$ cat src/source/panel_pkg.sv
`default_nettype none

package panel_pkg;

    // default panel geometry, the largest the types below can hold
    localparam int DEFAULT_PIXEL_WIDTH = 64;
    localparam int DEFAULT_PIXEL_HALFHEIGHT = 16;
    localparam int DEFAULT_BRIGHTNESS_LEVELS = 8;
    // oe length of the least significant plane, in clk_in cycles
    localparam int DEFAULT_BASE_TICKS = 4;

    // column and row indices
    // a smaller panel only uses the low bits
    typedef logic [$clog2(DEFAULT_PIXEL_WIDTH)-1:0] col_t;
    typedef logic [$clog2(DEFAULT_PIXEL_HALFHEIGHT)-1:0] row_t;

    // one-hot plane select, msb plane shifted first
    typedef logic [DEFAULT_BRIGHTNESS_LEVELS-1:0] plane_mask_t;

    // low 3*BRIGHTNESS_LEVELS bits hold {red, green, blue}, red on top
    typedef logic [3*DEFAULT_BRIGHTNESS_LEVELS-1:0] pixel_t;

    // {red, green, blue} plane bits of one half panel
    typedef logic [2:0] rgb_bits_t;

endpackage

`default_nettype wire

$ cat src/source/hub75_out.sv
`timescale 1ns/1ps
`default_nettype none

module hub75_out import panel_pkg::*; (
    input  logic      clk_in,
    input  logic      reset,
    input  rgb_bits_t bits_upper,
    input  rgb_bits_t bits_lower,
    input  logic      shift_phase,
    input  logic      latch_req,
    input  logic      oe_in,
    output logic      r1,
    output logic      g1,
    output logic      b1,
    output logic      r2,
    output logic      g2,
    output logic      b2,
    output logic      clk_pixel,
    output logic      row_latch,
    output logic      output_enable,
    input  row_t      row_address_in,
    output row_t      row_address
);

    // first stage of the strobe delay, colour already one cycle late
    logic shift_d;
    logic latch_d;
    logic oe_d;
    row_t row_d;

    always_ff @(posedge clk_in) begin
        row_d <= row_address_in;
    end

    always_ff @(posedge clk_in) begin
        if (reset) begin
            {r1, g1, b1} <= '0;
            {r2, g2, b2} <= '0;
            shift_d <= 1'b0;
            latch_d <= 1'b0;
            oe_d <= 1'b0;
            clk_pixel <= 1'b0;
            row_latch <= 1'b0;
            output_enable <= 1'b0;
            row_address <= '0;
        end else begin
            {r1, g1, b1} <= bits_upper;
            {r2, g2, b2} <= bits_lower;
            shift_d <= shift_phase;
            latch_d <= latch_req;
            oe_d <= oe_in;
            clk_pixel <= shift_d;
            row_latch <= latch_d;
            output_enable <= oe_d;
            // row pins move with the latch pulse
            if (latch_d) begin
                row_address <= row_d;
            end
        end
    end

endmodule

`default_nettype wire

$ cat config.mk
export PLATFORM = sky130hd
export DESIGN_NAME = hub75_out
export DESIGN_NICKNAME = d
export VERILOG_FILES = /design/src/source/panel_pkg.sv /design/src/source/hub75_out.sv
export SDC_FILE = /design/constraint.sdc
export NUM_CORES = 1
export LEC_CHECK = 0
export BUFFER_PORTS_ARGS = -buffer_cell sky130_fd_sc_hd__buf_4
export CORE_MARGIN = 4
export CORE_UTILIZATION = 41
export CTS_CLUSTER_DIAMETER = 40
export CTS_CLUSTER_SIZE = 40
export DETAILED_ROUTE_END_ITERATION = 12
export PLACE_DENSITY_LB_ADDON = 0.3
export SLEW_MARGIN = 20
export SYNTH_ARGS = -nofsm -noshare
export SYNTH_HDL_FRONTEND = slang
export SYNTH_SLANG_ARGS = --single-unit
$ cat constraint.sdc
create_clock -name clk_in -period 0.85 [get_ports clk_in]
set_input_delay 0.0425 -clock clk_in [delete_from_list [all_inputs] [get_ports clk_in]]
set_output_delay 0.0425 -clock clk_in [all_outputs]
set_load 0.02 [all_outputs]
# == Word-level counts from Yosys, hierarchy flattened ==
# Index checks and enable logic that the tools add are counted.
# word_totals
register_bits,20
elab_cells,14
in_bits,15
output_inout_bits,13

# == Logic depth before layout (Yosys ltp) ==
# depth
ltp_word,0
depth_mapped,3

# == Worst setup path after synthesis ==
# No wires, ideal clock.
# synth_timing
path_kind,flip-flop to flip-flop
startpoint,register latch_d
endpoint,register row_address[0]
stages_incl_launch_ff,4
setup_slack_ns,0.117
required_time_ns,0.736
arrival_ns,0.619
cell_sequence,dfxtp_1 buf_6 mux2i_1 nor2_1
# synth_lines
item,line,source
from (decl),hub75_out.sv:27,logic latch_d;
from (signal assigned),hub75_out.sv:50,latch_d <= latch_req;
to (signal assigned),hub75_out.sv:57,row_address <= row_d;
to (decl),hub75_out.sv:22,output row_t row_address

# == Worst setup path after layout ==
# layout_timing
startpoint,register row_address[1]
endpoint,output port row_address[1]
# No word-level cell between the ends.

==> impl_metrics.json <==
{
  "num_antenna_cells": 0,
  "cts_buffer_depth": 2,
  "post_cts_buffers": 0,
  "hp-class": "input port to flip-flop",
  "post-place-ws_ps": 26.6,
  "area_delta_synth_final_pct": 68.3,
  "fillCellCount": 107,
  "relSlewSlack": 0.915,
  "reg.largest.list": "row_address: 4 flops, row_d: 4 flops",
  "worst-path-buf-inv": 1,
  "layout_common_cells": "buf_4, dfxtp_1, dlygate4sd3_1, nor2b_1, dfxtp_2",
  "firstDrtPassIters": 1,
  "status": "completed",
  "crit_arrival_ps": 770,
  "crit_fanout": 2,
  "layout.nets": 100,
  "critPathMaxStageDelay_ps": 360,
  "endpoint_kind": "primary output",
  "p_leak_nw": 0.446,
  "skew_ps": 6.58,
  "num_vias": 413,
  "ys_seq_area_frac": 0.714,
  "finalSetupViolations": 0,
  "startpoint_type": "flip-flop",
  "setup_ws_ps": 37.4,
  "cts.sinks": 20,
  "hold_slack_ps": 7.41,
  "setup_tns_ps": 0,
  "synth_top_area_share": 0.714,
  "worstPathRequired_ps": 810,
  "viasPerCell": 4.17,
  "h-tree-depth": 1,
  "final_area_um2": 943,
  "pwr_density_cell_mw_per_mm2": 1870,
  "die_area_mm2": 0.00202,
  "insertion_delay_ps": 290,
  "syn_area_per_cell_um2": 13.3,
  "drt_wl_total_mm": 1.09,
  "ys_seq_elements": 20,
  "hold_viol": 0,
  "detail-route-antenna-nets": 0,
  "grtUsageTotal": 0.121,
  "fmax_ghz": 1.23,
  "grt_overflow": 0,
  "root_buffer": "clkbuf_4",
  "yosys-top-cells-area": "dfxtp_1, nor2b_1, mux2i_1",
  "grt_pass1_wl_mm": 1.73,
  "yosysWarnings": 0,
  "wl_per_cell_um": 11.0,
  "clk_pin_slew_worst_paths_ps": 110,
  "syn_inst": 42,
  "finalCriticalPeriod_ps": 813,
  "die_y_um": 45.0,
  "cap_violations": 0,
  "start_util": 0.431,
  "io_buffers": 27,
  "place_area_um2": 759,
  "synth_area_um2": 561,
  "post-dp-hpwl_um": 676,
  "synth_fp_nets": 57,
  "worst_pin_slew_ps": 125,
  "ioPinCount": 28,
  "gp_congestion": 0.602,
  "die_w_um": 45.0,
  "finalMaxSlewViolations": 0,
  "grt_pass1_vias": 399,
  "drt_iter0_markers": 0,
  "layout-drive-gt1-share": 0.440,
  "grt_max_degree": 17,
  "antenna_found_initial": 0,
  "final_common_cell": "buf_4",
  "finalPower_mw": 1.76,
  "cts_tree": "yes",
  "yosysTopAreaCell": "dfxtp_1",
  "rows": 13,
  "fin_crit_sh": 0.956,
  "crit_slowest_cell": "dfxtp_2",
  "ir_worst_vdd_uv": 1630,
  "cp_top_family": "flip-flops",
  "synth_cell_types": 7,
  "drc_errors": 0,
  "cts_buffers": 3,
  "core_area_mm2": 0.00130,
  "path_cells": "buf_6",
  "worst-setup-path-type": "flip-flop to primary output"
}
-- power by group --
part / total [mW] / switching, mW / internal (mW)
Sequential: 1.01 / 0.0205 / 0.987
Clock: 0.527 / 0.266 / 0.261
Combinational: 0.230 / 0.0848 / 0.145
-- logic make-up (layout without fill, tap and decap cells) --
kind of cell / after synthesis / in the layout / synth area share
buf+inv: 2 / 44 / 0.0402
mux: 4 / 4 / 0.0714
simple gates: 16 / 16 / 0.174
flops: 20 / 20 / 0.714
-- through the flow --
step	std cells	util
6_report	99	0.725
5_1_grt	99	0.725
4_1_cts	99	0.713
3_5_place_dp	82	0.584
3_3_place_gp	82	0.584
2_1_floorplan	42	-
-- cell usage after synthesis --
cell / n
nor2_1: 4
nor2b_1: 7
mux2i_1: 4
buf_6: 2
dfxtp_1: 20
and2b_1: 4
and2b_2: 1
-- routing by layer --
layer | up-vias | global-route usage | share of wire
met5 | - | 0 | 0
li1 | 211 | - | -
met1 | 184 | 0.129 | 0.34
met4 | 0 | 0.0175 | 0
met2 | 18 | 0.218 | 0.55
met3 | 0 | 0.0598 | 0.10
-- timing repair --
action | CTS | global route
pin swaps | 0 | 0
gates resized for setup | 2 | 6
hold buffers | 13 | 0
endpoints found under the hold margin | 13 | 0
cloned | 0 | 0
setup endpoints to repair | 2 | 7
-- final timing paths --
path                        from        endpoint  slack (ps)  depth (start not counted)
setup / recovery  row_address[1]  row_address[1]          40                          1
setup reg to reg         latch_d  row_address[3]         100                          2
hold / removal             reset  row_address[1]           7                          2
hold reg to reg          shift_d       clk_pixel         440                          1
-- area by class of cell --
| class | count | area, um^2 | area share |
|---|---|---|---|
| multi-input cells | 20 | 138 | 0.146 |
| clock buffers | 4 | 36.3 | 0.0385 |
| repair buffers | 40 | 344 | 0.365 |
| flip-flops and latches | 20 | 407 | 0.431 |
| well taps | 15 | 18.8 | 0.0199 |
Note: power is estimated with default switching activity, not from simulation.
