$ cat src/source/panel_pkg.sv
`default_nettype none

package panel_pkg;

    // default panel geometry, the largest the types below can hold
    localparam int DEFAULT_PIXEL_WIDTH = 64;
    localparam int DEFAULT_PIXEL_HALFHEIGHT = 16;
    localparam int DEFAULT_BRIGHTNESS_LEVELS = 8;
    // oe length of the least significant plane, in clk_in cycles
    localparam int DEFAULT_BASE_TICKS = 4;

    // column and row indices
    // a smaller panel only uses the low bits
    typedef logic [$clog2(DEFAULT_PIXEL_WIDTH)-1:0] col_t;
    typedef logic [$clog2(DEFAULT_PIXEL_HALFHEIGHT)-1:0] row_t;

    // one-hot plane select, msb plane shifted first
    typedef logic [DEFAULT_BRIGHTNESS_LEVELS-1:0] plane_mask_t;

    // low 3*BRIGHTNESS_LEVELS bits hold {red, green, blue}, red on top
    typedef logic [3*DEFAULT_BRIGHTNESS_LEVELS-1:0] pixel_t;

    // {red, green, blue} plane bits of one half panel
    typedef logic [2:0] rgb_bits_t;

endpackage

`default_nettype wire

$ cat src/source/brightness_timer.sv
`timescale 1ns/1ps
`default_nettype none

module brightness_timer import panel_pkg::*; #(
    parameter int PIXEL_WIDTH = DEFAULT_PIXEL_WIDTH,
    parameter int BRIGHTNESS_LEVELS = DEFAULT_BRIGHTNESS_LEVELS,
    parameter int BASE_TICKS = DEFAULT_BASE_TICKS
) (
    input  logic        clk_in,
    input  logic        reset,
    input  logic        latch_req,
    input  plane_mask_t plane_mask,
    output logic        output_enable,
    output logic        overlap_ok
);

    // wide enough for the msb plane weight
    localparam int CNT_W = $clog2(BASE_TICKS << (BRIGHTNESS_LEVELS - 1)) + 1;
    // cycles from shift start to the latch
    localparam int unsigned SHIFT_TICKS = 2 * PIXEL_WIDTH + 4;

    logic [CNT_W-1:0] count;
    logic [CNT_W-1:0] weight;

    // one-hot plane into BASE_TICKS << bit position
    always_comb begin
        weight = '0;
        for (int i = 0; i < BRIGHTNESS_LEVELS; i++) begin
            if (plane_mask[i]) begin
                weight = weight | CNT_W'(BASE_TICKS << i);
            end
        end
    end

    // oe high the cycle after the latch, for exactly weight cycles
    always_ff @(posedge clk_in) begin
        if (reset) begin
            output_enable <= 1'b0;
            count <= '0;
        end else if (latch_req) begin
            output_enable <= 1'b1;
            count <= weight;
        end else if (output_enable) begin
            count <= count - 1'b1;
            if (count == CNT_W'(1)) begin
                output_enable <= 1'b0;
            end
        end
    end

    // next shift may start once the remaining on-time fits a shift
    assign overlap_ok = !output_enable || (32'(count) <= SHIFT_TICKS);

endmodule

`default_nettype wire

$ cat config.mk
export PLATFORM = sky130hd
export DESIGN_NAME = brightness_timer
export DESIGN_NICKNAME = d
export VERILOG_FILES = /design/src/source/panel_pkg.sv /design/src/source/brightness_timer.sv
export SDC_FILE = /design/constraint.sdc
export NUM_CORES = 1
export LEC_CHECK = 0
export BUFFER_PORTS_ARGS = -buffer_cell sky130_fd_sc_hd__buf_2
export CORE_MARGIN = 5
export CORE_UTILIZATION = 52
export CTS_CLUSTER_DIAMETER = 200
export DETAILED_ROUTE_END_ITERATION = 16
export GPL_TIMING_DRIVEN = 0
export HOLD_SLACK_MARGIN = 0.02
export PLACE_DENSITY = 0.77
export SYNTH_ARGS = -nofsm -noshare
export SYNTH_HDL_FRONTEND = slang
export SYNTH_SLANG_ARGS = --single-unit
$ cat constraint.sdc
create_clock -name clk_in -period 1.8 [get_ports clk_in]
set_input_delay 0.36 -clock clk_in [delete_from_list [all_inputs] [get_ports clk_in]]
set_output_delay 0.36 -clock clk_in [all_outputs]
set_load 0.02 [all_outputs]
[After elaboration in Yosys (flattened, before gate mapping)]
Cells that the tools add are included.
Word-level totals
  input bits: 11
  flip-flop bits (word level): 11
  output and inout bits: 2
Cells by class
  add/sub/neg operators: 1
  order comparisons: 1
  mux-type cells: 13
  eq/ne operators: 1
  reduce and logical (&&, ||, !) cells: 3
Operators by type and width (number)
  $mux 10: 3
  $eq 10x1->1 const B: 1
  $le 10x8->1 const B: 1
  $sub 10x1->10 const B: 1
  $mux 9: 1
  $mux 8: 1
  $mux 7: 1
  $mux 6: 1
  $mux 5: 1
  $mux 4: 1
  $mux 1: 3
  $mux 3: 1
  $reduce_bool 2->1: 1
  $logic_not 1->1: 1
  $logic_or 1x1->1: 1

[Longest topological paths before layout]
  depth after elaboration: 9
  mapped depth: 5

[Worst setup path after synthesis]
Ideal clock, no wire load.
  kind: register -> output
  from: register count[4]
  to: output overlap_ok
  cell stages (with the launch flop): 4
  data arrival time: 1411 ps
  buffers on the path: 0
  setup slack: 29 ps
  path through: dfxtp_1 -> nor4_4 -> a21boi_1 -> o31ai_1
Between the ends
  longest elaborated chain between the ends: 2
RTL lines
  start: declaration: RTL line brightness_timer.sv:22  | logic [CNT_W-1:0] count;
  start signal: assignment: RTL line brightness_timer.sv:42  | count <= weight;
  start signal: assignment: RTL line brightness_timer.sv:44  | count <= count - 1'b1;
  $le 10x8->1: RTL line brightness_timer.sv:52  | assign overlap_ok = !output_enable || (32'(count) <= SHIFT_TICKS);
  $logic_or 1x1->1: RTL line brightness_timer.sv:52
  end: declaration: RTL line brightness_timer.sv:14  | output logic overlap_ok
No other way between the ends.

[Final worst setup path]
Same ends and word-level chain as after synthesis.

==> results.ini <==
[worst_setup_path]
worstSetupStartpointType = flop
arrival_ns = 1.46
crit_path_max_fanout = 3
critical_path_class = flop to primary output
worst-endpoint-required_ns = 1.44
endpoint_kind = primary output

[place]
dpl_worst_slack_ns = 0.08214
placedInstanceArea_um2 = 799.5
place.gp.congestion = 0.7953
port-buffer-count = 11
post_placement_cell_count = 106
hpwl_after_detailed_placement_mm = 1.267

[floorplanning]
core_area_mm2 = 0.001318
die_y_um = 47.36
design.die.area_mm2 = 0.002243
floorplan.initialDensity = 0.5508
core.rowCount = 13
number_of_top_level_pins = 13
die_width_um = 47.36

[status]
run_status = finished with violations
violations = setup timing

[clocking]
tritoncts = yes
tritoncts_num_sinks = 11
numCtsBuffers = 3
h_tree_depth = 1
cts-root-buf = sky130_fd_sc_hd__clkbuf_4
cts-root-to-sink-buffers = 2
worst_skew_pair.late_latency_ns = 0.28
clkSlewWorstSetupHoldPaths_ns = 0.07
post_cts_hold_buffer_count = 0

[sta]
fin_ws_ns = -0.01528
worstMarginPinSlew_ns = 0.4830
totalNegativeSetupSlack_ns = -0.01528
fin_worst_skew_ns = 0.003847
maxSlewHeadroom = 0.6780
setup_viol = 1
final.period_utilization = 1.008
unrepaired_setup_endpoints_after_global_routing = yes
timing.final.max_slew_violations = 0
finalWorstPathRequiredPeriod_ns = 1.815
clock.fmax_ghz = 0.5509
final-hold-violation-count = 0

[grt]
gr_ovfl_total = 0
grt_pass1_vias = 670
antenna_found_initial = 0
gr-usage-all-layers = 0.1903
grt_start_max_net_pins = 11
grt_pass1_wl_mm = 3.001

[synthesis]
ys_top_cells_by_count = sky130_fd_sc_hd__dfxtp_1 (11), sky130_fd_sc_hd__nor2_1 (7), sky130_fd_sc_hd__nand2_1 (5)
synth_largest_type_area_fraction = 0.3034
number_of_synthesized_flops_with_an_enable_pin = 0
synth_async_sr_flop_share = 0
synth_top_cells_by_area = sky130_fd_sc_hd__dfxtp_1 (30%), sky130_fd_sc_hd__nor2_1 (3.6%), sky130_fd_sc_hd__nor4b_1 (3.6%)
yosys_warnings = 0
syn-cell-area_um2 = 725.7
synthDominantAreaCellType = sky130_fd_sc_hd__dfxtp_1
synth_flop_type = sky130_fd_sc_hd__dfxtp_1
synth_area_per_cell_um2 = 9.071
synth.distinct_cells = 38
synthesis.instances = 80
synthesis.nets = 93
synth.ff_latch_count = 11
yosys.cell_count.top_type = sky130_fd_sc_hd__dfxtp_1
seq_area_frac_synth = 0.3034

[pwr]
power_density_mw_per_mm2 = 701.6
power.ir.vdd_worst_mv = 0.4875
leakagePower_nw = 0.3554

[detailed_routing]
post-route-drc-count = 0
drtIter0Drc = 26
via_density = 6.034
routed_wirelength_mm = 1.829
detail_route.first_pass.iterations = 4
detailroute.via_count = 706
routedWlPerCell_um = 15.63
postRouteAntennaNets = 0

[cells_and_area]
layout_net_count = 116
finalNonFillerCells = 117
post_route_cells_drive_above_1_share = 0.3922
num_antenna_cells = 0
postLayoutCellArea_um2 = 908.4
layout-area-overhead-vs-synth_pct = 25.17

[job]
max-cap-violations = 0

[worst_hold_path]
hold_class = input pin to flop

==> metrics by stage <==
stage / util / hold slack (ns) / total power (W)
2_1_floorplan: - / 0.5038 / 0.0003965
3_3_place_gp: 0.6068 / 0.5266 / 0.0004311
3_5_place_dp: 0.6068 / 0.5663 / 0.0004387
4_1_cts: 0.6486 / 0.3284 / 0.0006196
5_1_grt: 0.6895 / 0.3576 / 0.0006711
6_report: 0.6895 / 0.3289 / 0.0006373
==> power by group <==
part           switching (W)  internal (W)
Sequential         0.0000288      0.000262
Clock              0.0000910     0.0000861
Combinational      0.0000822     0.0000877
==> metal layers <==
| metal | up-vias | share of wire | track usage |
|---|---|---|---|
| met2 | 12 | 0.54 | 0.3316 |
| met1 | 339 | 0.41 | 0.2243 |
| met5 | - | 0 | 0 |
| met3 | 4 | 0.042 | 0.05747 |
| li1 | 351 | - | - |
| met4 | 0 | 0.011 | 0.04972 |
==> repair_timing <==
action / CTS / global route
setup buffers: 1 / 6
gates cloned: 0 / 0
endpoints found under the hold margin: 0 / 0
gates resized for setup: 9 / 4
pin swaps: 1 / 4
endpoints found under the setup margin: 1 / 1
==> critical path: stages, from the launching register on <==
cell and delay (ns):
sky130_fd_sc_hd__dfxtp_4 0.36, sky130_fd_sc_hd__nor4_4 0.30, sky130_fd_sc_hd__a21boi_1 0.10, sky130_fd_sc_hd__o31ai_1 0.21
sky130_fd_sc_hd__buf_2 0.20
==> cell families (layout without fill, tap and decap cells) <==
| logic type | Yosys count | count (layout) | synth area share |
|---|---|---|---|
| AO/OA/AOI/OAI | 20 | 20 | 0.2121 |
| AND/OR/NAND/NOR | 36 | 36 | 0.3673 |
| flip-flops | 11 | 11 | 0.3034 |
| buffers and inverters | 8 | 30 | 0.04653 |
| XOR/XNOR | 3 | 3 | 0.03621 |
| adder cells (fa/ha/maj) | 2 | 2 | 0.03448 |
==> cell type report <==
type | instances | area (um2)
multi-input combinational | 61 | 484.2
fill | 100 | 409.1
sequential | 11 | 232.7
timing repair buffer | 18 | 107.6
clock buffer | 4 | 26.28
inverter | 4 | 20.02
buffer | 4 | 18.77
tap | 15 | 18.77
==> flip-flops by register name, indices dropped and copies added (netlist names) <==
signal,cells
output_enable,1
count,10
==> cells in the final DEF, fill, tap and decap left out, drive strengths merged, types with 3 or more instances in the layout <==
cell type and count:
a211oi 3, a21boi 3, a21oi 4, buf 21
clkbuf 5, dfxtp 11, inv 4, nand2 5
nor2 7, nor3 4, nor3b 3, nor4b 4
o221ai 3, xnor2 3
==> final timing paths <==
kind	slack, ns	start	cells after the start	endpoint
worst max-delay path	-0.02	count[4]	4	overlap_ok
worst min register to register	0.56	count[1]	2	count[1]
worst min-delay path	0.33	plane_mask[0]	3	count[2]
worst max register to register	0.39	count[4]	5	count[9]
Power figures use the tool's default switching activity.
