===== src/source/panel_pkg.sv =====
`default_nettype none

package panel_pkg;

    // default panel geometry, the largest the types below can hold
    localparam int DEFAULT_PIXEL_WIDTH = 64;
    localparam int DEFAULT_PIXEL_HALFHEIGHT = 16;
    localparam int DEFAULT_BRIGHTNESS_LEVELS = 8;
    // oe length of the least significant plane, in clk_in cycles
    localparam int DEFAULT_BASE_TICKS = 4;

    // column and row indices
    // a smaller panel only uses the low bits
    typedef logic [$clog2(DEFAULT_PIXEL_WIDTH)-1:0] col_t;
    typedef logic [$clog2(DEFAULT_PIXEL_HALFHEIGHT)-1:0] row_t;

    // one-hot plane select, msb plane shifted first
    typedef logic [DEFAULT_BRIGHTNESS_LEVELS-1:0] plane_mask_t;

    // low 3*BRIGHTNESS_LEVELS bits hold {red, green, blue}, red on top
    typedef logic [3*DEFAULT_BRIGHTNESS_LEVELS-1:0] pixel_t;

    // {red, green, blue} plane bits of one half panel
    typedef logic [2:0] rgb_bits_t;

endpackage

`default_nettype wire


===== src/source/scan_rd_if.sv =====
`timescale 1ns/1ps
`default_nettype none

interface scan_rd_if import panel_pkg::*; ();

    // scan position, issued by the scanner
    col_t col;
    row_t row;

    // registered pixel words, one cycle behind col and row
    pixel_t pix_upper;
    pixel_t pix_lower;

    modport scanner (output col, output row);

    modport store (input col, input row, output pix_upper, output pix_lower);

    modport slice (input pix_upper, input pix_lower);

endinterface

`default_nettype wire


===== src/source/half_panel_slice.sv =====
`timescale 1ns/1ps
`default_nettype none

module half_panel_slice import panel_pkg::*; #(
    parameter int BRIGHTNESS_LEVELS = DEFAULT_BRIGHTNESS_LEVELS,
    // 0 upper half, 1 lower half
    parameter int HALF = 0
) (
    input  logic        clk_in,
    input  logic        reset,
    scan_rd_if.slice    pix,
    input  plane_mask_t plane_mask,
    output rgb_bits_t   bits
);

    localparam int BL = BRIGHTNESS_LEVELS;

    pixel_t      word;
    plane_mask_t plane_q;

    assign word = (HALF == 0) ? pix.pix_upper : pix.pix_lower;

    // plane delayed to line up with the memory read
    always_ff @(posedge clk_in) begin
        if (reset) begin
            plane_q <= '0;
        end else begin
            plane_q <= plane_mask;
        end
    end

    // pick the current plane bit out of each colour field
    assign bits[2] = |(word[2*BL +: BL] & plane_q[BL-1:0]);
    assign bits[1] = |(word[BL +: BL] & plane_q[BL-1:0]);
    assign bits[0] = |(word[0 +: BL] & plane_q[BL-1:0]);

endmodule

`default_nettype wire


===== src/flat_wrapper.sv =====
// flat-port wrapper written by rule: the top's interface ports become plain ports
module half_panel_slice_flat import panel_pkg::*;
#(
    parameter int BRIGHTNESS_LEVELS = DEFAULT_BRIGHTNESS_LEVELS,
                                 
    parameter int HALF = 0
)
  (clk_in, reset, plane_mask, bits, pix_pix_upper, pix_pix_lower);
  scan_rd_if pix_i ();
  input  logic clk_in;
  input  logic reset;
  input  plane_mask_t plane_mask;
  output rgb_bits_t bits;
  input wire logic [$bits(pix_i.pix_upper)-1:0] pix_pix_upper;
  input wire logic [$bits(pix_i.pix_lower)-1:0] pix_pix_lower;
  assign pix_i.pix_upper = pix_pix_upper;
  assign pix_i.pix_lower = pix_pix_lower;
  half_panel_slice #(.BRIGHTNESS_LEVELS(BRIGHTNESS_LEVELS), .HALF(HALF)) u_core (.clk_in(clk_in), .reset(reset), .pix(pix_i), .plane_mask(plane_mask), .bits(bits));
endmodule

===== config.mk =====
export PLATFORM = sky130hd
export DESIGN_NAME = half_panel_slice_flat
export DESIGN_NICKNAME = d
export VERILOG_FILES = /design/src/source/panel_pkg.sv /design/src/source/scan_rd_if.sv /design/src/source/half_panel_slice.sv /design/src/flat_wrapper.sv
export SDC_FILE = /design/constraint.sdc
export NUM_CORES = 1
export LEC_CHECK = 0
export BUFFER_PORTS_ARGS = -buffer_cell sky130_fd_sc_hd__buf_4
export CAP_MARGIN = 15
export CORE_AREA = 2 2 39 41
export CTS_BUF_LIST = sky130_fd_sc_hd__clkbuf_4
export DETAILED_ROUTE_END_ITERATION = 16
export DIE_AREA = 0 0 41 43
export PLACE_DENSITY = 0.76
export SYNTH_ARGS = -nofsm -noshare
export SYNTH_HDL_FRONTEND = slang
export SYNTH_SLANG_ARGS = --single-unit

===== constraint.sdc =====
create_clock -name clk_in -period 0.8 [get_ports clk_in]
set_input_delay 0.16 -clock clk_in [delete_from_list [all_inputs] [get_ports clk_in]]
set_output_delay 0.16 -clock clk_in [all_outputs]
set_load 0.02 [all_outputs]

=== After elaboration in Yosys (flattened, before gate mapping) ===
Index checks and enable logic that the tools add are counted.

* Bitwise gates (word level): 3
* Reductions and logical operators: 3

{| class="wikitable"
|+ Operators with widths
! operator !! count
|-
| bitwise AND 8 bit || 3
|-
| OR reduction 8 bit || 3
|}

* Logic and storage cells: 7
* Output and inout bits: 3
* Register bits: 8
* Input port bits: 58

=== Logic depth before layout (Yosys ltp) ===
* Word-level depth: 2
* Gate-level depth with buffers: 2
* Depth with buffers taken out: 2

=== Worst setup path after synthesis ===
Ideal clock, no wire load.

* Kind: register to output
* Start: register u_core.plane_q[0]
* End: output bits[1]
* Buffers on the path: 0
* Arrival: 0.713 ns
* Stages on the path, launching flop included: 3
* Required time: 0.640 ns
* Slack: -0.073 ns
* Cells stage by stage: dfxtp_1 -> a22oi_1 -> nand4_1

* Cells in the longest elaborated chain, start to end: 2

{| class="wikitable"
|+ Ends and longest elaborated chain
! what !! RTL line !! RTL
|-
| start, declared || half_panel_slice.sv:19 || <nowiki>plane_mask_t plane_q;</nowiki>
|-
| start signal, assigned || half_panel_slice.sv:28 || <nowiki>plane_q <= plane_mask;</nowiki>
|-
| bitwise AND 8 bit || half_panel_slice.sv:34 || <nowiki>assign bits[1] = |(word[BL +: BL] & plane_q[BL-1:0]);</nowiki>
|-
| OR reduction 8 bit || half_panel_slice.sv:34 ||
|-
| end, declared || flat_wrapper.sv:13 || <nowiki>output rgb_bits_t bits;</nowiki>
|}

Every way passes these cells.

=== Final worst setup path ===
* Start: register u_core.plane_q[4]
* End: output bits[1]

Same word-level chain as after synthesis.

==> metrics.md <==
| Metric | Value |
|---|---|
| Largest net degree at the start of global routing | 9 |
| Critical Path RT | 640 ps |
| Max-slew violation count | 0 |
| Worst min-delay path class | input port to flop |
| VDD IR-drop max | 777 uV |
| Gpl congestion | 0.604 |
| Top flop regs | u_core.plane_q (8) |
| Placed cell count | 83 |
| Register containing the most flip-flops in the final layout | u_core.plane_q |
| Via count of the first global-routing pass | 342 |
| Worst max-slew margin expressed relative to the limit | 88.1% |
| Leading area contributor after synthesis | dfxtp_1 |
| Highest achievable clock rate | 815 MHz |
| Minimum clock period | 1230 ps |
| Largest stage delay on the critical path | 330 ps |
| # DRC | 0 |
| Total via count after detailed routing | 393 |
| Number of nets in the layout | 130 |
| Start-to-end type of the worst setup path | flop to primary output |
| Final-layout fill cell count | 132 |
| Violated checks | negative setup slack |
| Synthesized area | 319 sq um |
| Number of antenna diodes | 0 |
| Number of placement rows | 14 |
| Most numerous cell in the Yosys netlist | a22oi_1 |
| Deepest level of the CTS H-tree | 1 |
| IO Port Bufs | 36 |
| Worst setup slack after layout | -427 ps |
| Global-route wire length before repair | 1260 um |
| Detailed Route WL | 994 um |
| Prevailing post-synth register cell | dfxtp_1 |
| Share of the yosys chip area belonging to registers | 50.2% |
| Share of the synthesized area in the top cell type | 50.2% |
| Die boundary height | 43 um |
| Share of post-route cells with drive strength above 1 | 77.1% |
| Initial DRC count | 1 |
| Period Utilization, post-route | 153% |
| Slowest cell on crit path | dfxtp_2 |
| Die width | 41 um |
| Worst setup slack after placement | -192 ps |
| Clock tree from TritonCTS | yes |
| CP Launch Type | flop |
| Core region area | 0.00138 sq mm |
| Arrival time worst endpoint | 1070 ps |
| Die area | 0.00176 sq mm |
| Final instance count without filler cells | 86 |
| Async set-reset flop share out of synthesis | 0% |
| Total clock sinks | 8 |
| All-layer global routing usage | 11.0% |
| Setup-violating endpoint count in the final report | 3 |
| Leakage component of the power | 0.000306 uW |
| 1st-pass router iterations | 4 |
| Peak fanout along the critical path | 3 |
| Synth Net Count | 89 |
| Total power per unit cell area | 1440 mW/mm^2 |
| Overflow after GRT | 0 |
| Cells after Synth | 31 |
| Warning count from the yosys run | 0 |
| Number of hold violations in the final report | 0 |
| Post-Syn Area per Cell | 10.3 sq um |
| Unrepaired setup endpoints after global routing | yes |
| Initial standard-cell utilization of the core | 23.1% |
| Average wire per cell in the routed design | 11.6 um |
| P&R area growth vs syn | 119% |
| Number of nets with antenna violations after detailed routing | 0 |
| Antenna violations before repair | 0 |
| Cell at the root of the clock tree | clkbuf_4 |
| Max_cap viols | 0 |
| I/O pin total | 61 |
| Measured slew at the worst slew-check pin | 179 ps |
| Number of flops mapped to enable cells by yosys | 0 |
| Outcome | complete, but fails checks |
| CTS max path bufs | 2 |
| Detailed Place HPWL | 792 um |
| Critical path endpoint category | primary output |
| Post-CTS clock slew at the launch and capture registers of the worst setup and hold paths | 50 ps |
| Most numerous cell types in the synthesized netlist | 12 x a22oi_1, 8 x dfxtp_1, 8 x nor2b_1 |
| Via-to-Cell Ratio | 4.57 |
| Flip-flop count of the largest register, all copies and words added | 8 |
| Dominant cells by area after synthesis | dfxtp_1 50%, a22oi_1 28%, nor2b_1 16% |
| Cells along the critical path | a22oi_1, nand4_1, buf_6 |
| #FFs+latches synth | 8 |
| Distinct cells, synth | 4 |
| CTS buffer count | 3 |
==> kinds of logic (layout without fill, tap and decap cells) <==
| family | count (synthesis) | after routing | synth area share (%) |
|---|---|---|---|
| flip-flops | 8 | 8 | 50.2 |
| AND/OR/NAND/NOR | 11 | 11 | 21.6 |
| AO/OA/AOI/OAI | 12 | 12 | 28.2 |
| buffers and inverters | 0 | 39 | 0 |
==> area by class of cell <==
class | instances | area (sq um) | area share (%)
Clock buffer | 3 | 22.5 | 3.22
Multi-Input combinational cell | 23 | 209 | 29.9
Sequential cell | 8 | 166 | 23.8
Tap cell | 16 | 20.0 | 2.86
Timing Repair Buffer | 36 | 282 | 40.3
==> cells in the final DEF (no fill, tap or decap) <==
cell,netlist,layout
dfxtp_2,0,5
buf_4,0,33
nor2b_1,8,8
clkbuf_4,0,3
buf_6,0,3
a22oi_1,12,2
dfxtp_1,8,3
nand4_1,3,3
a22oi_2,0,10
==> metrics by stage <==
step	cell area [sq um]	util, %	hold WS [ps]	total power, uW	setup TNS (ps)
2_1_floorplan	319	-	232	517	-192
3_3_place_gp	609	44.0	376	679	-446
3_5_place_dp	609	44.0	375	681	-471
4_1_cts	662	47.8	119	989	-1180
5_1_grt	699	50.5	128	1050	-1320
6_report	699	50.5	125	1010	-1160
==> timing repair <==
action,4_1_cts,5_1_grt
hold buffers,0,0
setup endpoints to repair,3,3
setup buffers,0,0
pin swaps,3,1
resized for setup,9,9
endpoints found under the hold margin,0,0
==> critical path: cells and delay by family, from the launching register on <==
| kind | cells | cell delay [ps] |
|---|---|---|
| flip-flops | 1 | 330 |
| AO/OA/AOI/OAI | 1 | 190 |
| AND/OR/NAND/NOR | 1 | 150 |
| buffers and inverters | 1 | 160 |
==> power breakdown <==
part           internal (uW)  switching [uW]
clock                    170             113
sequential               425            25.3
combinational            182            90.1
==> final timing paths <==
check                         start                end  slack, ps  cells past startpoint
setup / recovery  u_core.plane_q[4]            bits[1]       -430                      3
hold / removal        plane_mask[0]  u_core.plane_q[0]        120                      2
==> metal layers <==
metal	track usage, %	vias to the layer above	wire length, um
met5	0	-	0
met4	8.00	0	0
met3	3.66	0	109
met2	16.9	22	541
met1	11.7	169	343
li1	-	202	-
(Power assumes the default switching activity.)
