`config.mk`:
```
export PLATFORM = sky130hd
export DESIGN_NAME = matrix_scan_flat
export DESIGN_NICKNAME = d
export VERILOG_FILES = /design/src/source/panel_pkg.sv /design/src/source/scan_rd_if.sv /design/src/source/matrix_scan.sv /design/src/flat_wrapper.sv
export SDC_FILE = /design/constraint.sdc
export NUM_CORES = 1
export LEC_CHECK = 0
export BUFFER_PORTS_ARGS = -buffer_cell sky130_fd_sc_hd__buf_2
export CAP_MARGIN = 10
export CORE_UTILIZATION = 40
export CTS_CLUSTER_SIZE = 28
export DETAILED_ROUTE_END_ITERATION = 12
export PLACE_DENSITY = 0.62
export SETUP_SLACK_MARGIN = 0.3
export SLEW_MARGIN = 0
export SYNTH_ARGS = -nofsm -noshare
export SYNTH_HDL_FRONTEND = slang
export SYNTH_SLANG_ARGS = --single-unit
export TNS_END_PERCENT = 50
```
`constraint.sdc`:
```
create_clock -name clk_in -period 2 [get_ports clk_in]
set_clock_uncertainty 0.15 [all_clocks]
set_input_delay 0.1 -clock clk_in [delete_from_list [all_inputs] [get_ports clk_in]]
set_output_delay 0.1 -clock clk_in [all_outputs]
set_load 0.05 [all_outputs]
```
`src/source/panel_pkg.sv`:
```
`default_nettype none

package panel_pkg;

    // default panel geometry, the largest the types below can hold
    localparam int DEFAULT_PIXEL_WIDTH = 64;
    localparam int DEFAULT_PIXEL_HALFHEIGHT = 16;
    localparam int DEFAULT_BRIGHTNESS_LEVELS = 8;
    // oe length of the least significant plane, in clk_in cycles
    localparam int DEFAULT_BASE_TICKS = 4;

    // column and row indices
    // a smaller panel only uses the low bits
    typedef logic [$clog2(DEFAULT_PIXEL_WIDTH)-1:0] col_t;
    typedef logic [$clog2(DEFAULT_PIXEL_HALFHEIGHT)-1:0] row_t;

    // one-hot plane select, msb plane shifted first
    typedef logic [DEFAULT_BRIGHTNESS_LEVELS-1:0] plane_mask_t;

    // low 3*BRIGHTNESS_LEVELS bits hold {red, green, blue}, red on top
    typedef logic [3*DEFAULT_BRIGHTNESS_LEVELS-1:0] pixel_t;

    // {red, green, blue} plane bits of one half panel
    typedef logic [2:0] rgb_bits_t;

endpackage

`default_nettype wire

```
`src/source/scan_rd_if.sv`:
```
`timescale 1ns/1ps
`default_nettype none

interface scan_rd_if import panel_pkg::*; ();

    // scan position, issued by the scanner
    col_t col;
    row_t row;

    // registered pixel words, one cycle behind col and row
    pixel_t pix_upper;
    pixel_t pix_lower;

    modport scanner (output col, output row);

    modport store (input col, input row, output pix_upper, output pix_lower);

    modport slice (input pix_upper, input pix_lower);

endinterface

`default_nettype wire

```
`src/source/matrix_scan.sv`:
```
`timescale 1ns/1ps
`default_nettype none

module matrix_scan import panel_pkg::*; #(
    parameter int PIXEL_WIDTH = DEFAULT_PIXEL_WIDTH,
    parameter int PIXEL_HALFHEIGHT = DEFAULT_PIXEL_HALFHEIGHT,
    parameter int BRIGHTNESS_LEVELS = DEFAULT_BRIGHTNESS_LEVELS
) (
    input  logic        clk_in,
    input  logic        reset,
    scan_rd_if.scanner  rd,
    input  logic        output_enable,
    input  logic        overlap_ok,
    output logic        shift_phase,
    output logic        latch_req,
    output row_t        row_address,
    output plane_mask_t plane_mask
);

    localparam col_t LAST_COL = col_t'(PIXEL_WIDTH - 1);
    localparam row_t LAST_ROW = row_t'(PIXEL_HALFHEIGHT - 1);
    localparam plane_mask_t TOP_PLANE = plane_mask_t'(1) << (BRIGHTNESS_LEVELS - 1);

    typedef enum logic [1:0] {
        ST_IDLE,
        ST_SHIFT,
        ST_WAIT_OE,
        ST_LATCH
    } scan_state_t;

    scan_state_t state;
    col_t        col;
    row_t        row;

    // column and row go straight to the frame store
    assign rd.col = col;
    assign rd.row = row;
    assign row_address = row;

    // one cycle strobe, plane_mask still shows the plane just shifted
    assign latch_req = (state == ST_LATCH);

    always_ff @(posedge clk_in) begin
        if (reset) begin
            state <= ST_IDLE;
            col <= LAST_COL;
            row <= '0;
            shift_phase <= 1'b0;
            plane_mask <= TOP_PLANE;
        end else begin
            case (state)
                // hold off until the running oe period is near its end
                ST_IDLE: begin
                    if (overlap_ok) begin
                        state <= ST_SHIFT;
                        col <= LAST_COL;
                        shift_phase <= 1'b0;
                    end
                end
                // two cycles per column, data low phase then clock high
                ST_SHIFT: begin
                    shift_phase <= !shift_phase;
                    if (shift_phase) begin
                        if (col == '0) begin
                            state <= ST_WAIT_OE;
                        end else begin
                            col <= col - 1'b1;
                        end
                    end
                end
                // no latch while leds of the previous plane are lit
                ST_WAIT_OE: begin
                    if (!output_enable) begin
                        state <= ST_LATCH;
                    end
                end
                ST_LATCH: begin
                    state <= ST_IDLE;
                    // next plane, msb first
                    // wrap back to the top plane steps the row
                    if (plane_mask[0]) begin
                        plane_mask <= TOP_PLANE;
                        if (row == LAST_ROW) begin
                            row <= '0;
                        end else begin
                            row <= row + 1'b1;
                        end
                    end else begin
                        plane_mask <= plane_mask >> 1;
                    end
                end
                default: begin
                    state <= ST_IDLE;
                end
            endcase
        end
    end

endmodule

`default_nettype wire

```
`src/flat_wrapper.sv`:
```
// flat-port wrapper written by rule: the top's interface ports become plain ports
module matrix_scan_flat import panel_pkg::*;
#(
    parameter int PIXEL_WIDTH = DEFAULT_PIXEL_WIDTH,
    parameter int PIXEL_HALFHEIGHT = DEFAULT_PIXEL_HALFHEIGHT,
    parameter int BRIGHTNESS_LEVELS = DEFAULT_BRIGHTNESS_LEVELS
)
  (clk_in, reset, output_enable, overlap_ok, shift_phase, latch_req, row_address, plane_mask, rd_col, rd_row);
  scan_rd_if rd_i ();
  input  logic clk_in;
  input  logic reset;
  input  logic output_enable;
  input  logic overlap_ok;
  output logic shift_phase;
  output logic latch_req;
  output row_t row_address;
  output plane_mask_t plane_mask;
  output wire logic [$bits(rd_i.col)-1:0] rd_col;
  output wire logic [$bits(rd_i.row)-1:0] rd_row;
  assign rd_col = rd_i.col;
  assign rd_row = rd_i.row;
  matrix_scan #(.PIXEL_WIDTH(PIXEL_WIDTH), .PIXEL_HALFHEIGHT(PIXEL_HALFHEIGHT), .BRIGHTNESS_LEVELS(BRIGHTNESS_LEVELS)) u_core (.clk_in(clk_in), .reset(reset), .rd(rd_i), .output_enable(output_enable), .overlap_ok(overlap_ok), .shift_phase(shift_phase), .latch_req(latch_req), .row_address(row_address), .plane_mask(plane_mask));
endmodule
```
# [Yosys cells after proc, flatten, opt, wreduce, memory -nomap -nowiden]
# Index checks and enable logic that the tools add are counted.
[word_totals] memories=0 ram_bits=0 latch_bits=0 romBits=0 register_bits=21
[op_classes] bitwise_logic=0 multipliers=0 muxes=13 eq_ne=9 n_div=0 magnitude_cmp=0 n_shift=0 addsub=2 n_reduce_logical=8
[op_table] op="$mux 6" count=3
[op_table] op="$pmux 6 s2" count=1
[op_table] op="$mux 2" count=4
[op_table] op="$mux 8" count=1
[op_table] op="$pmux 2 s4" count=1
[op_table] op="$reduce_and 4->1" count=2
[op_table] op="$logic_not 6->1" count=1
[op_table] op="$ne 2x2->1 const B" count=3
[op_table] op="$sub 6x1->6 const B" count=1
[op_table] op="$add 4x1->4 const B" count=1
[op_table] op="$eq 2x2->1 const B" count=2
[op_table] op="$eq 4x4->1 const B" count=1
[op_table] op="$mux 4" count=1
[op_table] op="$ne 2x1->1 const B" count=2
[op_table] op="$reduce_and 2->1" count=2
[op_table] op="$eq 2x1->1 const B" count=1
[op_table] op="$logic_not 2->1" count=1
[op_table] op="$pmux 1 s2" count=1
[op_table] op="$reduce_bool 2->1" count=1
[op_table] op="$logic_not 1->1" count=1
[op_table] op="$mux 1" count=1

# [Logic depth before layout (Yosys ltp)]
# Gate-level depths: netlist (run 1).
[depth] word_depth=4 depth_mapped=6

# [Least setup slack after synthesis (run 1)]
# OpenSTA, ideal clock, no wires.
[synth_path] path_type="register -> register" start="reg u_core.col[0] (netlist: u_core.rd.col[0])" end="reg u_core.col[1] (netlist: u_core.rd.col[1])" required_time_ps=1728 slack_ps=-37 n_path_buf=0 arrival_ps=1765 path_stages_with_launch=7 path_cell_list="dfxtp_1 -> inv_1 -> ha_1 -> or4b_4 -> o21ai_2 -> a21oi_1 -> o32a_1"
[synth_via] elab_chain_len=4
[synth_rtl] item="start: declaration" line_no="matrix_scan.sv:32" text="col_t col;"
[synth_rtl] item="start signal: assignment" line_no="matrix_scan.sv:67" text="col <= col - 1'b1;"
[synth_rtl] item="$sub 6x1->6" line_no="matrix_scan.sv:67"
[synth_rtl] item="$mux 6" line_no="matrix_scan.sv:64" text="if (col == '0) begin"
[synth_rtl] item="$mux 6" line_no="matrix_scan.sv:63" text="if (shift_phase) begin"
[synth_rtl] item="$pmux 6 s2" line_no="matrix_scan.sv:51" text="case (state)"
# Several ways; a longest one is shown, not always the timed one. The select of a mux whose other input is x is not followed.
# A chain may end at the register's enable or synchronous reset.

# [Worst setup path after layout (run 1)]
[layout_path] start="reg u_core.col[1] (netlist: u_core.rd.col[1])" end="reg u_core.col[1] (netlist: u_core.rd.col[1])"
# The elaborated chain is that of the path after synthesis.

==> results.toml, run 1 <==
[outcome]
status = "complete, no violations"

[worst_setup_path]
slowest_delay_ps = 480
critical_path_arrival_ps = 1820
cp.depth = 6
slowest_stage = "or4b_4"
cp_cell_sequence = "inv_4 -> ha_4 -> or4b_4 -> o21ai_2 -> a21oi_2 -> o32a_1"
cp_num_buf_inv = 1
startpoint_type = "flip-flop"
cp-end-kind = "flip-flop"
worstSetupPathType = "reg2reg"
cp_top_family = "compound AO/OA/AOI/OAI gates"
worst-path-max-fanout = 3
required_ps = 2040
worstRegToRegCells = 6

[route]
dr.pass1.iters = 4
via_count = 973
drc = 0
wl_um = 2248
wl_per_cell_um = 12.35
drt_iter0_drc = 20
viasPerCell = 5.346
postRouteAntennaNets = 0

[finish]
fillers = 240
final_area_um2 = 1345
fin_nets = 165
finalNonFillerCells = 182
multi_input_area_um2 = 658.1
n_antenna_cell = 0
seq_area_um2 = 434.2
area_delta_synth_final_pct = 22.86
drive_above_1_share = 0.3618

[logic_synthesis]
synthTopCellsByCount = "21 x dfxtp_1, 14 x nor2_1, 12 x a21oi_1"
synth_adder_area_share = 0.09143
synth.yosys.seq_area_share = 0.3840
synth_ff_type = "dfxtp_1"
synth_area_um2 = 1095
synthTopCellsByArea = "dfxtp_1 38%, ha_1 9.1%, a21oi_1 5.5%"
synth-compound-area-share = 0.2160
synth_top_area_cell = "dfxtp_1"
synth_nets = 137
yosys-mux-area-fraction = 0.01829
yosys_warnings = 0
synthSimpleGateAreaFrac = 0.2194
ys_seq_elements = 21
yosysMostFrequentCell = "dfxtp_1"
synth_edf_count = 0
synth_xor_xnor_area_share = 0.008000
synth_top_family_by_area = "simple AND/OR/NAND/NOR gates"
postSynthCellCount = 125
async_flop_share = 0
synth_area_per_cell_um2 = 8.758
synth.top_cell.area_share = 0.3840
yosysUniqueCellTypes = 37

[floorplan]
start_util = 0.4340
die_x_um = 54.32
coreArea_um2 = 2522
fp.dieArea_um2 = 2950
die_h_um = 54.32
rows = 18
io_pins = 28

[grt]
use_met1 = 0.2336
grt_pass1_vias = 848
met3_usage = 0.05833
gr-total-overflow = 0
top_usage_layer = "met2"
use_met2 = 0.2744
grt_use_total = 0.1758
antenna_found_initial = 0
grt_start_max_net_pins = 25
grt_pass1_wl_um = 3753

[power]
powerDensity_nw_per_um2 = 817.3
vdd_drop_max_mv = 0.5257
total_power_mw = 1.099
p_leak_nw = 0.5439

[flow_run]
cap_violations = 0

[sta]
period_needed_ps = 1786
post-route-period-util = 0.8930
rsz0062_at_grt = "true"
tightest_slew_ps = 439.9
slew_violations = 0
max_freq_mhz = 559.9
hold_violations = 0
relSlewSlack = 0.7057
tns_ps = 0
whs_ps = 26.86
setup_violations = 0

[place]
place.gp.congestion = 0.7838
portBuffers = 27
placed_cell_area_um2 = 1260
detailed_place_hpwl_um = 1608
dp_cells = 175

[clock_tree]
htreeDepth = 1
cts_made_buffers = 3
clockBufferDepth = 2
clock-root-buffer = "clkbuf_4"
worstSkewPairLatency_ps = 300
cts_sinks = 21
hold_buffers = 0
clkTransAtPathRegs_ps = 110
cts_tree = "yes"

[hold_path]
hold_path_depth = 5
hp-class = "in2reg"
## kinds of logic after synthesis
logic type      after synthesis
fa+ha+maj                     8
mux                           2
compound gates               35
xor+xnor                      1
buf+inv                      14
flops                        21
simple gates                 44
## area by class of cell
cell class                      count  share of cell area
Multi-Input combinational cell     90              0.4893
Inverter                            7             0.02326
Clock buffer                        4             0.01953
Sequential cell                    21              0.3228
Tap cell                           30             0.02791
Timing Repair Buffer               30              0.1172
## routing by layer
layer | wire length [µm] | part of all wire | vias to the layer above
met1 | 1071 | 0.48 | 453
met5 | 0 | 0 | -
met2 | 1059 | 0.47 | 24
met4 | 12 | 0.0053 | 0
met3 | 105 | 0.047 | 2
li1 | - | - | 494
## placed cells by master, fill, tap and decap left out, drive strengths merged
cell type / Yosys / final
a31o: 1 / 1
o2111ai: 1 / 1
o32a: 1 / 1
nor2: 14 / 14
a22oi: 6 / 6
or3: 1 / 1
or4b: 1 / 1
and4: 1 / 1
o31ai: 1 / 1
and3: 1 / 1
nand2b: 7 / 7
nand4: 1 / 1
xor2: 1 / 1
ha: 8 / 8
o21ai: 5 / 5
nand3b: 3 / 3
a21bo: 1 / 1
a31oi: 1 / 1
clkbuf: 2 / 4
o311ai: 1 / 1
a211oi: 1 / 1
nand2: 8 / 8
inv: 7 / 7
dfxtp: 21 / 21
o21bai: 1 / 1
nand3: 4 / 4
nor2b: 1 / 1
buf: 5 / 30
nor4b: 2 / 2
a21o: 2 / 2
a311oi: 1 / 1
mux2i: 2 / 2
a21oi: 12 / 12
## through the flow
stage | setup slack [ps] | util
after detailed placement | 178.5 | 0.4995
after floorplan | 177.1 | -
after global routing | 153.3 | 0.5332
after global placement | 215.1 | 0.4995
after CTS | 198.2 | 0.5223
final | 214.1 | 0.5332
## where the power goes
part / leakage [nW] / internal (mW) / total (mW) / switching, mW
Combinational: 0.359 / 0.137 / 0.411 / 0.274
Clock: 0.0150 / 0.0776 / 0.196 / 0.119
Sequential: 0.170 / 0.452 / 0.492 / 0.0397
## path summary, 6_finish.rpt
check / from / end / slack [ps]
min reg2reg: u_core.state[1]$_SDFFE_PP0P_ / u_core.state[1]$_SDFFE_PP0P_ / 360
min: overlap_ok / u_core.rd.col[2]$_SDFFE_PP1P_ / 30
max: u_core.rd.col[1]$_SDFFE_PP1P_ / u_core.rd.col[1]$_SDFFE_PP1P_ / 210
max reg2reg: u_core.rd.col[1]$_SDFFE_PP1P_ / u_core.rd.col[1]$_SDFFE_PP1P_ / 210
## worst min-delay path, stage by stage
cell and delay [ps]:
buf_2 100, a21oi_1 60, nor2_1 90, a211oi_1 60, o31ai_1 50
## timing repair
| item | in CTS | in global routing |
|---|---|---|
| setup endpoints to repair | 7 | 13 |
| pin swaps | 1 | 1 |
| buffers inserted | 2 | 1 |
| resized for setup | 3 | 6 |
## state kept, by name (all words and copies together), names as in the netlist
name	count
u_core.plane_mask	8
u_core.rd.col	6
u_core.rd.row	4
u_core.state	2
u_core.shift_phase	1
(Power assumes the default switching activity.)
==> run 2: changes to the inputs <==
--- a/config.mk
+++ b/config.mk
@@ -8,9 +8,10 @@
 export BUFFER_PORTS_ARGS = -buffer_cell sky130_fd_sc_hd__buf_2
 export CAP_MARGIN = 10
 export CORE_UTILIZATION = 40
-export CTS_CLUSTER_SIZE = 28
+export CTS_CLUSTER_SIZE = 16
 export DETAILED_ROUTE_END_ITERATION = 12
 export PLACE_DENSITY = 0.62
+export RECOVER_POWER = 100
 export SETUP_SLACK_MARGIN = 0.3
 export SLEW_MARGIN = 0
 export SYNTH_ARGS = -nofsm -noshare
==> run 2 against run 1 <==
Non-clock buffer count unchanged. First-iteration DRC count increased by 5.0%. Flip-flop and latch count unchanged. Via count decreased by 0.82%. Global-route usage unchanged. Utilization decreased by 1.9 points. Routed wire length decreased by 0.18%. Combinational power decreased by 3%. Die area unchanged. Power decreased by 1.2%. Clock power about the same. Sequential power about the same. Highest routed layer unchanged.
==> results.toml, run 2 (synthesis results as in run 1) <==
[outcome]
status = "complete, no violations"

[power]
switchingPower_uw = 427.7
clkPwrFrac = 0.181
combPwrFrac = 0.367
p_seq_frac = 0.452
power.internal_uw = 658.2
p_leak_nw = 0.4649
vdd_drop_max_mv = 0.5198
p_sw_frac = 0.3939
total_power_mw = 1.086
powerDensity_nw_per_um2 = 837.0

[grt]
grt_start_max_net_pins = 25
grt_pass1_vias = 848
top_usage_layer = "met2"
grt_use_total = 0.1758
grt_pass1_wl_um = 3753
gr-total-overflow = 0
antenna_found_initial = 0
use_met1 = 0.2336
met3_usage = 0.05833
use_met2 = 0.2744

[finish]
regMostFlops = "u_core.plane_mask"
final_area_um2 = 1297
fin_nets = 165
area_delta_synth_final_pct = 18.51
fillers = 269
largest_reg_flops = 8
mostFrequentLayoutCells = "24 x clkbuf_1, 17 x dfxtp_1, 14 x nor2_1"
drive_above_1_share = 0.1645
final_common_cell = "clkbuf_1"
n_antenna_cell = 0
reg_top3 = "u_core.plane_mask (8), u_core.rd.col (6), u_core.rd.row (4)"
fin_util = 0.5144

[clock_tree]
cts_made_buffers = 3
worstSkewPairLatency_ps = 300
clock-root-buffer = "clkbuf_4"
cts_tree = "yes"
clkTransAtPathRegs_ps = 110
htreeDepth = 1
clockBufferDepth = 2
hold_buffers = 0
cts_sinks = 21

[worst_setup_path]
startpoint_type = "flip-flop"
critical_path_arrival_ps = 1870
required_ps = 2040
cp-end-kind = "flip-flop"
worstSetupPathType = "reg2reg"
worstRegToRegCells = 6
worst-path-max-fanout = 3

[sta]
period_needed_ps = 1828
setup_violations = 0
slew_violations = 0
tightest_slew_ps = 612.0
relSlewSlack = 0.5938
hold_violations = 0
max_freq_mhz = 546.9
tns_ps = 0
rsz0062_at_grt = "true"
post-route-period-util = 0.9142

[floorplan]
die_x_um = 54.32
io_pins = 28
die_h_um = 54.32
coreArea_um2 = 2522
rows = 18
start_util = 0.4340
fp.dieArea_um2 = 2950

[route]
drt_iter0_drc = 21
via_count = 965
wl_per_cell_um = 12.33
postRouteAntennaNets = 0
drc = 0
wl_um = 2244
dr.pass1.iters = 2
viasPerCell = 5.302

[hold_path]
hp-class = "in2reg"
hold_path_depth = 5

[place]
placed_cell_area_um2 = 1260
portBuffers = 27
place.gp.congestion = 0.7838
detailed_place_hpwl_um = 1608

[flow_run]
cap_violations = 0
-- run 2: path summary, 6_finish.rpt --
kind,start,endpoint,slack [ps]
min reg2reg,u_core.state[0]$_SDFFE_PP0P_,u_core.state[0]$_SDFFE_PP0P_,360
min,overlap_ok,u_core.rd.col[2]$_SDFFE_PP1P_,30
max,u_core.rd.col[1]$_SDFFE_PP1P_,u_core.rd.col[1]$_SDFFE_PP1P_,170
max reg2reg,u_core.rd.col[1]$_SDFFE_PP1P_,u_core.rd.col[1]$_SDFFE_PP1P_,170
-- run 2: critical path, stage by stage (launching register included) --
cell and delay (ps):
dfxtp_1 350, inv_4 70, ha_4 120, or4b_1 510, o21ai_2 160, a21oi_2 80, o32a_1 280
-- run 2: power by group through the flow --
stage / Sequential, mW / Combinational, mW / Clock, mW
floorplan: 0.532 / 0.244 / 0
global placement: 0.495 / 0.353 / 0
detailed placement: 0.497 / 0.356 / 0
CTS: 0.486 / 0.384 / 0.213
global route: 0.498 / 0.441 / 0.234
finish: 0.491 / 0.399 / 0.196
-- run 2: through the flow --
step | hold WS [ps] | setup WS [ps] | instances
2_1_floorplan | 130.3 | 177.1 | 125
3_3_place_gp | 312.9 | 215.1 | 175
3_5_place_dp | 341.4 | 178.5 | 175
4_1_cts | 8.138 | 198.2 | 181
5_1_grt | 40.38 | 78.55 | 182
6_report | 28.80 | 171.7 | 182
-- run 2: layout make-up --
cell class / instances / area, µm² / area share
Clock buffer: 4 / 26.28 / 0.02025
Timing Repair Buffer: 30 / 128.9 / 0.09933
Sequential cell: 21 / 425.4 / 0.3279
Tap cell: 30 / 37.54 / 0.02893
Inverter: 7 / 31.28 / 0.02411
Multi-Input combinational cell: 90 / 648.1 / 0.4995
-- run 2: routing by layer --
| layer | vias up | share of wire |
|---|---|---|
| met4 | 0 | 0.0053 |
| li1 | 494 | - |
| met2 | 17 | 0.47 |
| met3 | 2 | 0.032 |
| met5 | - | 0 |
| met1 | 452 | 0.50 |
-- run 2: timing repair --
| item | CTS | global route |
|---|---|---|
| endpoints found under the setup margin | 7 | 13 |
| pin swaps | 1 | 1 |
| resized for setup | 3 | 6 |
| setup buffers | 2 | 1 |
